**config.mk**
```make
export PLATFORM = sky130hd
export DESIGN_NAME = vga_text_top
export DESIGN_NICKNAME = d
export VERILOG_FILES = /design/src/common/text_pkg.sv /design/src/common/video_pkg.sv /design/src/raster/raster_timing.sv /design/src/rtl/pixel_paint.sv /design/src/rtl/tick_counter.sv /design/src/rtl/vga_text_top.sv /design/src/text/char_fetch.sv /design/src/text/glyph_fetch.sv /design/src/text/operand_latch.sv
export SDC_FILE = /design/constraint.sdc
export NUM_CORES = 1
export LEC_CHECK = 0
export BUFFER_PORTS_ARGS = -buffer_cell sky130_fd_sc_hd__buf_2
export CAP_MARGIN = 20
export CORE_MARGIN = 4
export CORE_UTILIZATION = 40
export CTS_BUF_LIST = sky130_fd_sc_hd__clkbuf_8 sky130_fd_sc_hd__clkbuf_16
export DETAILED_ROUTE_END_ITERATION = 10
export SYNTH_ARGS = -nofsm -noshare
export SYNTH_HDL_FRONTEND = slang
export SYNTH_SLANG_ARGS = --single-unit
export TNS_END_PERCENT = 1
```
**constraint.sdc**
```tcl
create_clock -name clk_50M -period 5.1 [get_ports clk_50M]
set_input_delay 1.02 -clock clk_50M [delete_from_list [all_inputs] [get_ports clk_50M]]
set_output_delay 1.02 -clock clk_50M [all_outputs]
set_load 0.01 [all_outputs]
```
**src/text/glyph_rom.mem**
```
// one 128-bit glyph per line for codes 30h to 3Ch (digits, colon, A, B); first byte is the top row
00007cc6c6cedef6e6c6c67c00000000
00001838781818181818187e00000000
00007cc6060c183060c0c6fe00000000
00007cc606063c060606c67c00000000
00000c1c3c6cccfe0c0c0c1e00000000
0000fec0c0c0fc060606c67c00000000
00003860c0c0fcc6c6c6c67c00000000
0000fec606060c183030303000000000
00007cc6c6c67cc6c6c6c67c00000000
00007cc6c6c67e0606060c7800000000
00000000181800000018180000000000
000010386cc6c6fec6c6c6c600000000
0000fc6666667c66666666fc00000000

```
**src/common/text_pkg.sv**
```systemverilog
package text_pkg;

  typedef logic [7:0] char_code_t;

  localparam char_code_t CHAR_DIGIT0 = 8'h30;
  localparam char_code_t CHAR_COLON  = 8'h3a;
  localparam char_code_t CHAR_A      = 8'h3b;
  localparam char_code_t CHAR_B      = 8'h3c;
  localparam char_code_t CHAR_SPACE  = 8'h20;

  // font ROM holds 30h..3Ch only
  localparam char_code_t GLYPH_FIRST = 8'h30;
  localparam int         GLYPH_COUNT = 13;

  typedef logic [0:15][7:0] glyph_t;      // row 0 in the top byte
  typedef char_code_t [0:9] text_row_t;   // column 0 leftmost

  typedef struct packed {
    logic [3:0] op_tens;
    logic [3:0] op_ones;
    logic [3:0] a_tens;
    logic [3:0] a_ones;
    logic [3:0] b_tens;
    logic [3:0] b_ones;
  } operand_set_t;

  typedef struct packed {
    logic [3:0] tens;
    logic [3:0] ones;
  } bcd2_t;

endpackage

```
**src/common/video_pkg.sv**
```systemverilog
package video_pkg;

  typedef logic [9:0] coord_t;  // screen coordinate, pixels or lines

  // horizontal timing in pixels
  localparam int unsigned H_ACTIVE     = 640;
  localparam int unsigned H_SYNC_START = 656;
  localparam int unsigned H_SYNC_END   = 752;
  localparam int unsigned H_LINE       = 800;

  // vertical timing in lines
  localparam int unsigned V_ACTIVE     = 480;
  localparam int unsigned V_SYNC_START = 490;
  localparam int unsigned V_SYNC_END   = 492;
  localparam int unsigned V_FRAME      = 525;

  typedef struct packed {
    coord_t sx;
    coord_t sy;
    logic   hsync;  // negative polarity
    logic   vsync;  // negative polarity
    logic   de;
  } raster_t;

  // pipeline register contents while in reset
  localparam raster_t RASTER_IDLE = '{sx: '0, sy: '0, hsync: 1'b1, vsync: 1'b1, de: 1'b0};

  typedef struct packed {
    logic [2:0] red;
    logic [2:0] green;
    logic [1:0] blue;
  } rgb332_t;

  localparam rgb332_t COLOUR_FG    = '{red: 3'd7, green: 3'd6, blue: 2'd0};  // yellow text
  localparam rgb332_t COLOUR_BG    = '{red: 3'd0, green: 3'd1, blue: 2'd1};  // dark blue
  localparam rgb332_t COLOUR_BLANK = '{red: 3'd0, green: 3'd0, blue: 2'd0};

endpackage

```
**src/raster/raster_timing.sv**
```systemverilog
module raster_timing
  import video_pkg::*;
(
  input  logic    clk_50M,
  input  logic    reset_btn,
  output logic    pix_en,
  output raster_t raster
);

  coord_t sx, sy;

  // pix_en toggles, first high on the second clock out of reset
  always_ff @(posedge clk_50M) begin
    if (reset_btn) begin
      pix_en <= 1'b0;
      sx     <= '0;
      sy     <= '0;
    end else begin
      pix_en <= ~pix_en;
      if (pix_en) begin
        if (sx == H_LINE - 1) begin  // end of line
          sx <= '0;
          sy <= (sy == V_FRAME - 1) ? '0 : sy + 1'b1;
        end else begin
          sx <= sx + 1'b1;
        end
      end
    end
  end

  always_comb begin
    raster.sx    = sx;
    raster.sy    = sy;
    raster.hsync = ~(sx >= H_SYNC_START && sx < H_SYNC_END);  // active low
    raster.vsync = ~(sy >= V_SYNC_START && sy < V_SYNC_END);
    raster.de    = (sx < H_ACTIVE) && (sy < V_ACTIVE);
  end

  // counters stay inside the 800x525 frame
  sx_in_line: assert property (@(posedge clk_50M) disable iff (reset_btn)
    sx < H_LINE && sy < V_FRAME)
    else $error("raster position out of frame");

endmodule

```
**src/rtl/pixel_paint.sv**
```systemverilog
module pixel_paint
  import video_pkg::*;
(
  input  logic    clk_50M,
  input  logic    reset_btn,
  input  logic    pix_en,
  input  raster_t raster_in,
  input  logic    lit,
  output rgb332_t pixel,
  output logic    hsync,
  output logic    vsync,
  output logic    de
);

  always_ff @(posedge clk_50M) begin
    if (reset_btn) begin
      pixel <= COLOUR_BLANK;
      hsync <= 1'b1;  // sync idles high
      vsync <= 1'b1;
      de    <= 1'b0;
    end else if (pix_en) begin
      if (!raster_in.de) pixel <= COLOUR_BLANK;  // black in blanking
      else               pixel <= lit ? COLOUR_FG : COLOUR_BG;
      hsync <= raster_in.hsync;
      vsync <= raster_in.vsync;
      de    <= raster_in.de;
    end
  end

  blank_when_no_de: assert property (@(posedge clk_50M) !de |-> pixel == COLOUR_BLANK)
    else $error("colour driven outside active video");

endmodule

```
**src/rtl/tick_counter.sv**
```systemverilog
module tick_counter
  import text_pkg::*;
#(
  parameter int TICK_CYCLES = 50_000_000
) (
  input  logic  clk_50M,
  input  logic  reset_btn,
  output bcd2_t elapsed_bcd
);

  localparam int PW = $clog2(TICK_CYCLES + 1);

  logic [PW-1:0] prescale;
  logic [4:0]    count;  // wraps 31 -> 0

  always_ff @(posedge clk_50M) begin
    if (reset_btn) begin
      prescale <= '0;
      count    <= '0;
    end else if (prescale == PW'(TICK_CYCLES - 1)) begin
      prescale <= '0;
      count    <= count + 1'b1;
    end else begin
      prescale <= prescale + 1'b1;
    end
  end

  // double dabble over the 5 count bits
  function automatic bcd2_t to_bcd(input logic [4:0] bin);
    logic [3:0] hi, lo;
    hi = '0;
    lo = '0;
    for (int i = 4; i >= 0; i--) begin
      if (lo >= 4'd5) lo = lo + 4'd3;
      if (hi >= 4'd5) hi = hi + 4'd3;
      hi = {hi[2:0], lo[3]};
      lo = {lo[2:0], bin[i]};
    end
    return '{tens: hi, ones: lo};
  endfunction

  assign elapsed_bcd = to_bcd(count);

endmodule

```
**src/rtl/vga_text_top.sv**
```systemverilog
module vga_text_top
  import video_pkg::*;
  import text_pkg::*;
#(
  parameter int TICK_CYCLES = 50_000_000
) (
  input  logic         clk_50M,
  input  logic         reset_btn,
  input  operand_set_t operands,
  input  logic         load_req,
  output logic         load_ack,
  output logic [2:0]   video_red,
  output logic [2:0]   video_green,
  output logic [1:0]   video_blue,
  output logic         video_hsync,
  output logic         video_vsync,
  output logic         video_de
);

  logic         pix_en;
  raster_t      raster_s0, raster_s1, raster_s2;
  operand_set_t shown;
  bcd2_t        elapsed_bcd;
  char_code_t   char_code;
  logic [3:0]   glyph_row;
  logic [2:0]   glyph_col;
  logic         lit;
  rgb332_t      pixel;

  raster_timing raster_inst (.clk_50M, .reset_btn, .pix_en, .raster(raster_s0));

  operand_latch latch_inst (.clk_50M, .reset_btn, .operands, .load_req, .load_ack, .shown);

  tick_counter #(.TICK_CYCLES(TICK_CYCLES)) tick_inst (.clk_50M, .reset_btn, .elapsed_bcd);

  char_fetch char_inst (
    .clk_50M, .reset_btn, .pix_en,
    .raster_in(raster_s0), .shown, .elapsed_bcd,
    .raster_out(raster_s1), .char_code, .glyph_row, .glyph_col
  );

  glyph_fetch glyph_inst (
    .clk_50M, .reset_btn, .pix_en,
    .raster_in(raster_s1), .char_code, .glyph_row, .glyph_col,
    .raster_out(raster_s2), .lit
  );

  pixel_paint paint_inst (
    .clk_50M, .reset_btn, .pix_en,
    .raster_in(raster_s2), .lit,
    .pixel, .hsync(video_hsync), .vsync(video_vsync), .de(video_de)
  );

  assign video_red   = pixel.red;
  assign video_green = pixel.green;
  assign video_blue  = pixel.blue;

endmodule

```
**src/text/char_fetch.sv**
```systemverilog
module char_fetch
  import video_pkg::*;
  import text_pkg::*;
(
  input  logic         clk_50M,
  input  logic         reset_btn,
  input  logic         pix_en,
  input  raster_t      raster_in,
  input  operand_set_t shown,
  input  bcd2_t        elapsed_bcd,
  output raster_t      raster_out,
  output char_code_t   char_code,
  output logic [3:0]   glyph_row,
  output logic [2:0]   glyph_col
);

  text_row_t  row0, row1, row2;
  logic [2:0] text_line;  // sy / 128
  logic [3:0] text_col;   // sx / 64
  char_code_t code_next;

  function automatic char_code_t digit_char(input logic [3:0] nib);
    return CHAR_DIGIT0 + char_code_t'(nib);
  endfunction

  always_comb begin
    row0 = {{8{CHAR_SPACE}}, digit_char(shown.op_tens), digit_char(shown.op_ones)};
    row1 = {CHAR_A, CHAR_COLON, digit_char(shown.a_tens), digit_char(shown.a_ones), CHAR_SPACE,
            CHAR_B, CHAR_COLON, digit_char(shown.b_tens), digit_char(shown.b_ones), CHAR_SPACE};
    row2 = {{8{CHAR_SPACE}}, digit_char(elapsed_bcd.tens), digit_char(elapsed_bcd.ones)};
    text_line = raster_in.sy[9:7];
    text_col  = raster_in.sx[9:6];
    code_next = CHAR_SPACE;  // unused band and horizontal blanking
    if (text_col < 4'd10) begin
      case (text_line)
        3'd0:    code_next = row0[text_col];
        3'd1:    code_next = row1[text_col];
        3'd2:    code_next = row2[text_col];
        default: code_next = CHAR_SPACE;
      endcase
    end
  end

  always_ff @(posedge clk_50M) begin
    if (reset_btn) begin
      raster_out <= RASTER_IDLE;
    end else if (pix_en) begin
      raster_out <= raster_in;
    end
  end

  always_ff @(posedge clk_50M) begin
    if (pix_en) begin
      char_code <= code_next;
      glyph_row <= raster_in.sy[6:3];  // glyph scaled by 8
      glyph_col <= raster_in.sx[5:3];
    end
  end

endmodule

```
**src/text/glyph_fetch.sv**
```systemverilog
module glyph_fetch
  import video_pkg::*;
  import text_pkg::*;
(
  input  logic       clk_50M,
  input  logic       reset_btn,
  input  logic       pix_en,
  input  raster_t    raster_in,
  input  char_code_t char_code,
  input  logic [3:0] glyph_row,
  input  logic [2:0] glyph_col,
  output raster_t    raster_out,
  output logic       lit
);

  glyph_t     font [GLYPH_COUNT];
  char_code_t offset;
  logic       in_set;
  glyph_t     glyph;

  initial $readmemh("/design/src/text/glyph_rom.mem", font);  // one 128-bit word per code from 30h

  always_comb begin
    offset = char_code - GLYPH_FIRST;
    in_set = (char_code >= GLYPH_FIRST) && (offset < char_code_t'(GLYPH_COUNT));
    glyph  = in_set ? font[offset[3:0]] : '0;  // anything else renders blank
  end

  always_ff @(posedge clk_50M) begin
    if (reset_btn) begin
      raster_out <= RASTER_IDLE;
    end else if (pix_en) begin
      raster_out <= raster_in;
    end
  end

  // column 0 is the leftmost, msb of the row byte
  always_ff @(posedge clk_50M) begin
    if (pix_en) lit <= glyph[glyph_row][3'd7 - glyph_col];
  end

endmodule

```
**src/text/operand_latch.sv**
```systemverilog
module operand_latch
  import text_pkg::*;
(
  input  logic         clk_50M,
  input  logic         reset_btn,
  input  operand_set_t operands,
  input  logic         load_req,
  output logic         load_ack,
  output operand_set_t shown
);

  // four-phase receiver, ack tracks req one clock behind
  always_ff @(posedge clk_50M) begin
    if (reset_btn) begin
      load_ack <= 1'b0;
      shown    <= '0;
    end else begin
      if (load_req && !load_ack) begin
        shown    <= operands;  // host holds operands until ack
        load_ack <= 1'b1;
      end else if (!load_req && load_ack) begin
        load_ack <= 1'b0;
      end
    end
  end

  // ack only rises in answer to a pending request
  ack_needs_req: assert property (@(posedge clk_50M) disable iff (reset_btn)
    $rose(load_ack) |-> $past(load_req))
    else $error("load_ack rose without load_req");

endmodule
```
==> results of run 1 <==
registers in the layout, summed over array words and instances, names as in the netlist:
signal and count:
latch_inst.load_ack 1, paint_inst.hsync 1, raster_inst.sy 10, raster_inst.sx 10, raster_inst.pix_en 1, paint_inst.pixel 1, paint_inst.vsync 1, glyph_inst.raster_out 3
char_inst.raster_out 3
synthesized netlist by cell type, types with 3 or more instances:
library cell	instances	area, µm²
a211o_1	4	35.03
a21oi_1	13	65.06
buf_4	9	67.56
dfxtp_1	31	620.6
ha_1	5	62.56
inv_1	7	26.28
mux2i_1	3	30.03
nand2_1	9	33.78
nand2b_1	4	25.02
nand3_1	6	30.03
nand4_1	5	31.28
nor2_1	16	60.06
nor2b_1	4	25.02
nor3_1	4	20.02
o21ai_0	6	30.03
o31ai_1	3	22.52
or2_2	3	18.77
or3_2	4	30.03
or4_1	3	22.52
xnor2_1	4	35.03
xor2_1	5	43.79
cell type report:
type	count	area, µm²	area share
multi-input cells	123	794.5	0.4789
inverters	7	26.28	0.01584
clock buffers	6	82.58	0.04977
repair buffers	8	40.04	0.02413
well taps	48	60.06	0.03620
flip-flops and latches	31	620.6	0.3741
clock inverters	2	35.03	0.02112
metal layers:
metal  share of wire  wire, µm
met5               0         0
met4           0.015        38
met3           0.060       151
met2            0.45      1127
met1            0.48      1207
path summary, 6_finish.rpt:
check / start / cells past startpoint / end / slack (ns)
hold / removal: glyph_inst.raster_out[1] / 1 / paint_inst.vsync / 0.46
hold reg to reg: glyph_inst.raster_out[1] / 1 / paint_inst.vsync / 0.46
setup reg to reg: raster_inst.pix_en / 3 / raster_inst.sy[8] / 2.94
setup / recovery: raster_inst.pix_en / 3 / raster_inst.sy[8] / 2.94
logic make-up after synthesis:
group / Yosys count / share of synthesized area
mux: 3 / 0.01959
xor+xnor: 9 / 0.05142
fa+ha+maj: 5 / 0.04082
compound gates: 28 / 0.1102
simple gates: 72 / 0.2816
flops: 31 / 0.4049
other cells: 1 / 0.002447
buf+inv: 22 / 0.08898
worst register-to-register path: stages, from the launching register on:
cell	delay, ns
dfxtp_1	0.91
nand4_4	0.41
or4_1	0.62
a21oi_1	0.16
report_power, final:
part	total, mW	switching (mW)	internal (mW)
Clock	0.247	0.0891	0.158
Sequential	0.256	0.00784	0.248
Combinational	0.0238	0.0129	0.0109
metrics by stage:
step	setup WS (ns)	area, µm²
floorplan	3.360	1551
global route	2.713	1659
global placement	2.985	1541
CTS	2.911	1659
detailed placement	2.921	1541
finish	2.935	1659
==> metrics.csv, run 1 <==
metric;value;unit
cts_sinks;31;
cts_tree;built;
use_met3;0.04317;
first_pass_iters;4;
clkTransAtPathRegs;0.06;ns
critPathBufInv;0;
clkLatencyLatePin;0.28;ns
initialDrtViolationCount;62;
synthCells;171;
grt_pass1_vias;1026;
ys.flop_type;dfxtp_1;
antennaDiodeCount;0;
grt_use_total;0.1134;
final_cells;225;
post_cts_resized;0;
synth-seq-area-share;0.4049;
postCtsSetupBuffers;0;
synth_area;1533;µm²
ir_worst_vdd;0.09215;mV
worstSetupStartpointType;flip-flop;
worst_slew_pin_slew;0.9030;ns
synth_area_per_cell;8.963;µm²
area_growth;8.245;%
cellPowerDensity;317.5;nW/µm²
die_x;69.90;µm
fin_tns_setup;0;ns
port_buffers;8;
io_pins;39;
final_antenna_net_count;0;
min_period;2.165;ns
period_share;0.4244;
status;finished clean;
slowest_stage;dfxtp_1;
viasPerCell;5.124;
final_common_cell;dfxtp_1;
drt-total-wl;2524;µm
routedWlPerCell;11.22;µm
grt_start_max_net_pins;27;
cts_max_path_buffers;2;
synth-edff-count;0;
yosys_warnings;0;
hold_buffers;0;
power;526.7;µW
final_cell_mix;dfxtp_1 (31), nor2_1 (16), a21oi_1 (13), nand2_1 (9), buf_2 (8);
relSlewSlack;0.3971;
final_util;0.4498;
die_h;69.90;µm
hold_path_class;reg2reg;
worst_clock_skew;0.003572;ns
final_nets;208;
worstPathRequired;5.31;ns
placed_cells;217;
antenna_found_initial;0;
core_area;3689;µm²
maxCapViolCount;0;
hold_slack;0.4582;ns
grt_use_met1;0.1454;
criticalPathCategory;reg2reg;
grt_setup_unrepaired;no;
dieArea;4886;µm²
initial_core_util;0.4155;
async_reset_ff_frac;0;
synth_cell_types;41;
nFillCells;361;
hold_violations;0;
overflow;0;
root_buffer;clkbuf_8;
gp_congestion;0.7647;
post-dp-hpwl;1702;µm
critical_path.top_delay_family;simple AND/OR/NAND/NOR gates;
vias;1153;
end_kind;flip-flop;
busiest_layer;met2;
path_cells;nand4_4 > or4_1 > a21oi_1;
htreeDepth;2;
timing.fmax;0.4620;GHz
cp.arrival;2.38;ns
drive_gt1_frac;0.1638;
cpPeakStageDelay;0.91;ns
setup_violations;0;
tritoncts.num_buffers;5;
drc;0;
p_leak;0.5828;nW
rows;22;
grt_pass1_wl;4547;µm
met2_usage;0.1710;
ys_ff_latch;31;
drv_slew;0;
worstPathMaxFanout;26;
No activity file was read; power rests on OpenSTA's default activity.
==> run 2: changes to the inputs <==
- PLACE_DENSITY: unset -> 0.65
- clock period: 5.1 -> 1.85 ns (I/O delays scaled with it)
==> run 2 against run 1 <==
Compared with the run above:
- power rose to 2.8 times the previous value
- combinational power rose to 3.9 times the previous value
- highest routed layer unchanged
- non-clock buffer count up 6
- die area unchanged
- critical path depth up 2
- maximum frequency up 24%
- clock power rose to 2.8 times the previous value
- largest power group unchanged
- register-to-register slack worse by 2.8 ns
- global-route usage up 0.99 points
- sequential power rose to 2.7 times the previous value
==> metrics.csv, run 2 (synthesis results as in run 1) <==
metric;value;unit
status;finished clean;
worstPathMaxFanout;6;
initialDrtViolationCount;50;
routedWlPerCell;11.87;µm
hold_path_class;reg2reg;
grt_use_total;0.1233;
postCtsSetupBuffers;0;
post-dp-hpwl;1828;µm
hold_violations;0;
top_regs;raster_inst.sx (10), raster_inst.sy (10);
drc;0;
worstHoldStart;glyph_inst.raster_out[1];
tritoncts.num_buffers;5;
min_to;paint_inst.vsync;
dieArea;4886;µm²
clkTransAtPathRegs;0.06;ns
grt_pass1_vias;1116;
area_growth;13.80;%
vias;1183;
end_kind;flip-flop;
cellPowerDensity;844.6;nW/µm²
ir_worst_vdd;0.3137;mV
die_x;69.90;µm
first_pass_iters;6;
setup_violations;0;
gp_congestion;0.7864;
htreeDepth;2;
r2r_end;raster_inst.sy[8];
port_buffers;8;
rr_worst_depth;5;
final_antenna_net_count;0;
path_cells;ha_2 > and4_4 > nand4_4 > or4_1 > a21oi_2;
cp.arrival;1.97;ns
clkLatencyLatePin;0.28;ns
viasPerCell;5.077;
min_period;1.748;ns
io_pins;39;
period_share;0.9447;
critical_path.top_delay_family;simple AND/OR/NAND/NOR gates;
worstPathRequired;2.07;ns
die_h;69.90;µm
drive_gt1_frac;0.2270;
initial_core_util;0.4155;
rows;22;
worstSetupStartpointType;flip-flop;
timing.fmax;0.5722;GHz
final_common_cell;dfxtp_1;
hold_buffers;0;
hold_path_depth;1;
fin_tns_setup;0;ns
root_buffer;clkbuf_8;
drt-total-wl;2766;µm
overflow;0;
worst_clock_skew;0.003287;ns
regToRegSetupSlack;0.10;ns
final_nets;216;
cts_sinks;31;
cts_max_path_buffers;2;
grt_start_max_net_pins;21;
cts_tree;built;
antennaDiodeCount;0;
p_leak;0.6140;nW
core_area;3689;µm²
cpPeakStageDelay;0.56;ns
antenna_found_initial;0;
r2r-start;raster_inst.sx[0];
placed_cells;223;
criticalPathCategory;reg2reg;
grt_pass1_wl;4850;µm
critPathBufInv;0;
slowest_stage;or4_1;
final_cell_mix;dfxtp_1 (30), nor2_1 (16), a21oi_1 (11), nand2_1 (9), buf_2 (8);
final_cells;233;
drv_slew;0;
maxCapViolCount;0;
[run 2: layer usage]
layer / up-vias / share of wire / global-route usage
li1: 614 / - / -
met1: 532 / 0.46 / 0.1421
met2: 30 / 0.46 / 0.2036
met3: 7 / 0.057 / 0.04317
met4: 0 / 0.021 / 0.05745
met5: - / 0 / 0
[run 2: area by class of cell]
type / instances / area, µm²
clock buffer: 6 / 82.58
clock inverter: 2 / 35.03
fill: 366 / 1944
inverter: 7 / 26.28
multi-input combinational: 125 / 833.3
sequential: 31 / 621.8
tap: 48 / 60.06
timing repair buffer: 14 / 85.08
[run 2: power breakdown]
group | internal, mW | leakage (nW) | switching, mW
registers | 0.684 | 0.252 | 0.0105
clock network | 0.435 | 0.0612 | 0.251
logic | 0.0409 | 0.301 | 0.0507
[run 2: stage by stage]
step                      hold slack, ns  worst slack (ns)  power, mW  area (µm²)    util
after detailed placement          0.4488         -0.005453     0.7991        1587  0.4301
after floorplan                   0.4312            0.1105     0.7806        1551       -
final                             0.4582            0.1022      1.473        1744  0.4729
after global placement            0.4389           0.07025     0.7952        1587  0.4301
after global routing              0.4902          -0.01386      1.531        1744  0.4729
after CTS                         0.4606           0.02990      1.491        1717  0.4654
[run 2: repair_timing]
action                     4_1_cts  5_1_grt
resized for setup                0        5
cloned                           1        1
hold endpoints to repair         0        0
setup endpoints to repair        4        5
[run 2: worst max-delay path by stage]
stage                                 start           endpoint  slack, ns  cells after the start
after floorplan           raster_inst.sx[0]  raster_inst.sy[5]       0.11                      6
after global placement    raster_inst.sx[1]  raster_inst.sy[9]       0.07                      5
after detailed placement  raster_inst.sx[1]  raster_inst.sy[8]     -0.005                      5
after CTS                 raster_inst.sx[1]  raster_inst.sy[7]       0.03                      5
after global routing      raster_inst.sx[0]  raster_inst.sy[8]      -0.01                      5
final                     raster_inst.sx[0]  raster_inst.sy[8]       0.10                      5
==> run 3: changes to the inputs <==
- CORE_ASPECT_RATIO: unset -> 0.5
==> run 3 against run 2 <==
Compared with the run above:
- flip-flop and latch count unchanged
- design area down 1.7%
- highest routed layer unchanged
- largest power group unchanged
- clock power down 28%
- utilization up 0.78 points
- non-clock buffer count up 2
- routed wire length up 6.1%
- global-route usage up 1.2 points
- critical endpoint unchanged
- first-iteration DRC count up 28%
- power down 13%
- via count up 4.8%
==> metrics.csv, run 3 (synthesis results as in run 1) <==
metric;value;unit
status;finished clean;
initial_core_util;0.4298;
clkTransAtPathRegs;0.07;ns
clkLatencyLatePin;0.28;ns
cellPowerDensity;745.2;nW/µm²
cpPeakStageDelay;0.54;ns
cts_sinks;31;
core_area;3566;µm²
worstPathRequired;2.06;ns
die_x;95.54;µm
antennaDiodeCount;0;
worst_clock_skew;0.007976;ns
antenna_found_initial;0;
worstPathMaxFanout;6;
area_growth;11.84;%
worstHoldStart;glyph_inst.raster_out[2];
criticalPathCategory;reg2reg;
gp_congestion;0.7666;
final_cell_mix;dfxtp_1 (31), nor2_1 (16), a21oi_1 (13), inv_1 (9), nand2_1 (9);
hold_buffers;0;
overflow;0;
initialDrtViolationCount;64;
drt-total-wl;2935;µm
ir_worst_vdd;0.4552;mV
top_regs;raster_inst.sx (10), raster_inst.sy (10);
path_cells;ha_2 > and4_4 > nand4_4 > or4_1 > a21oi_1;
setup.worst_path.start;raster_inst.sx[0];
hold_violations;0;
grt_pass1_wl;5147;µm
post-dp-hpwl;1865;µm
fin_tns_setup;0;ns
grt_pass1_vias;1130;
grt_use_total;0.1354;
viasPerCell;5.210;
period_share;0.9329;
grt_start_max_net_pins;21;
routedWlPerCell;12.33;µm
p_leak;0.6129;nW
min_period;1.726;ns
die_h;51.77;µm
first_pass_iters;4;
cts_max_path_buffers;2;
htreeDepth;2;
dieArea;4946;µm²
pre_cts_slack;0.003031;ns
multi_input_area;822.0;µm²
worstSetupStartpointType;flip-flop;
setup_ws;0.1242;ns
cts_tree;built;
slowest_stage;or4_1;
tritoncts.num_buffers;5;
final_antenna_net_count;0;
setup_violations;0;
root_buffer;clkbuf_8;
end_kind;flip-flop;
port_buffers;8;
maxCapViolCount;0;
vias;1240;
final_nets;218;
nFillCells;345;
timing.fmax;0.5794;GHz
hold_path_class;reg2reg;
drive_gt1_frac;0.2032;
drc;0;
drv_slew;0;
cp.arrival;1.93;ns
final_util;0.4807;
io_pins;39;
final_common_cell;dfxtp_1;
r2r-start;raster_inst.sx[0];
ff_latch_area;620.6;µm²
rows;15;
run 3: changes by cell type in the layout (fill, tap and decap cells not counted), sizes merged:
| cell | before | now |
|---|---|---|
| buf | 14 | 16 |
| bufinv | 1 | 0 |
| clkbuf | 6 | 5 |
| inv | 7 | 9 |
run 3: where the power goes:
| part | switching [mW] | total, mW | internal (mW) |
|---|---|---|---|
| clock network | 0.239 | 0.492 | 0.252 |
| logic | 0.0507 | 0.0903 | 0.0395 |
| registers | 0.0112 | 0.695 | 0.684 |
| total | 0.301 | 1.28 | 0.976 |
run 3: layout make-up:
cell class | instances | share of cell area
Sequential cell | 31 | 0.3620
Timing Repair Buffer | 16 | 0.05839
Multi-Input combinational cell | 125 | 0.4796
Clock inverter | 3 | 0.007299
Inverter | 7 | 0.01533
Tap cell | 51 | 0.03723
Clock buffer | 5 | 0.04015
run 3: worst max-delay path: cells and delay by family, from the launching register on:
family / cells / cell delay, ns
fa+ha+maj: 1 / 0.19
flops: 1 / 0.34
simple gates: 3 / 0.97
compound gates: 1 / 0.16
run 3: final timing paths:
kind	endpoint	slack, ns	cells past startpoint
hold reg to reg	paint_inst.hsync	0.45	1
setup reg to reg	raster_inst.sy[8]	0.12	5
setup / recovery	raster_inst.sy[8]	0.12	5
hold / removal	paint_inst.hsync	0.45	1
run 3: per-layer routing:
layer / track usage / wire [µm] / up-vias
met2: 0.2129 / 1339 / 17
li1: - / - / 627
met4: 0.04245 / 29 / 0
met3: 0.03902 / 97 / 4
met1: 0.1794 / 1468 / 592
met5: 0 / 0 / -
run 3: what timing repair did:
item	4_1_cts	5_1_grt
pin swaps	0	1
resized for setup	0	1
cloned	1	1
setup endpoints to repair	2	4
setup buffers	0	2
run 3: stage by stage:
step | total power [mW] | std cells | instance area [µm²] | hold WS, ns
final | 1.277 | 238 | 1714 | 0.4508
after global routing | 1.343 | 238 | 1714 | 0.4836
after CTS | 1.288 | 235 | 1684 | 0.4557
after detailed placement | 0.7985 | 226 | 1590 | 0.4411
after global placement | 0.7946 | 226 | 1590 | 0.4368
after floorplan | 0.7806 | 176 | 1551 | 0.4312
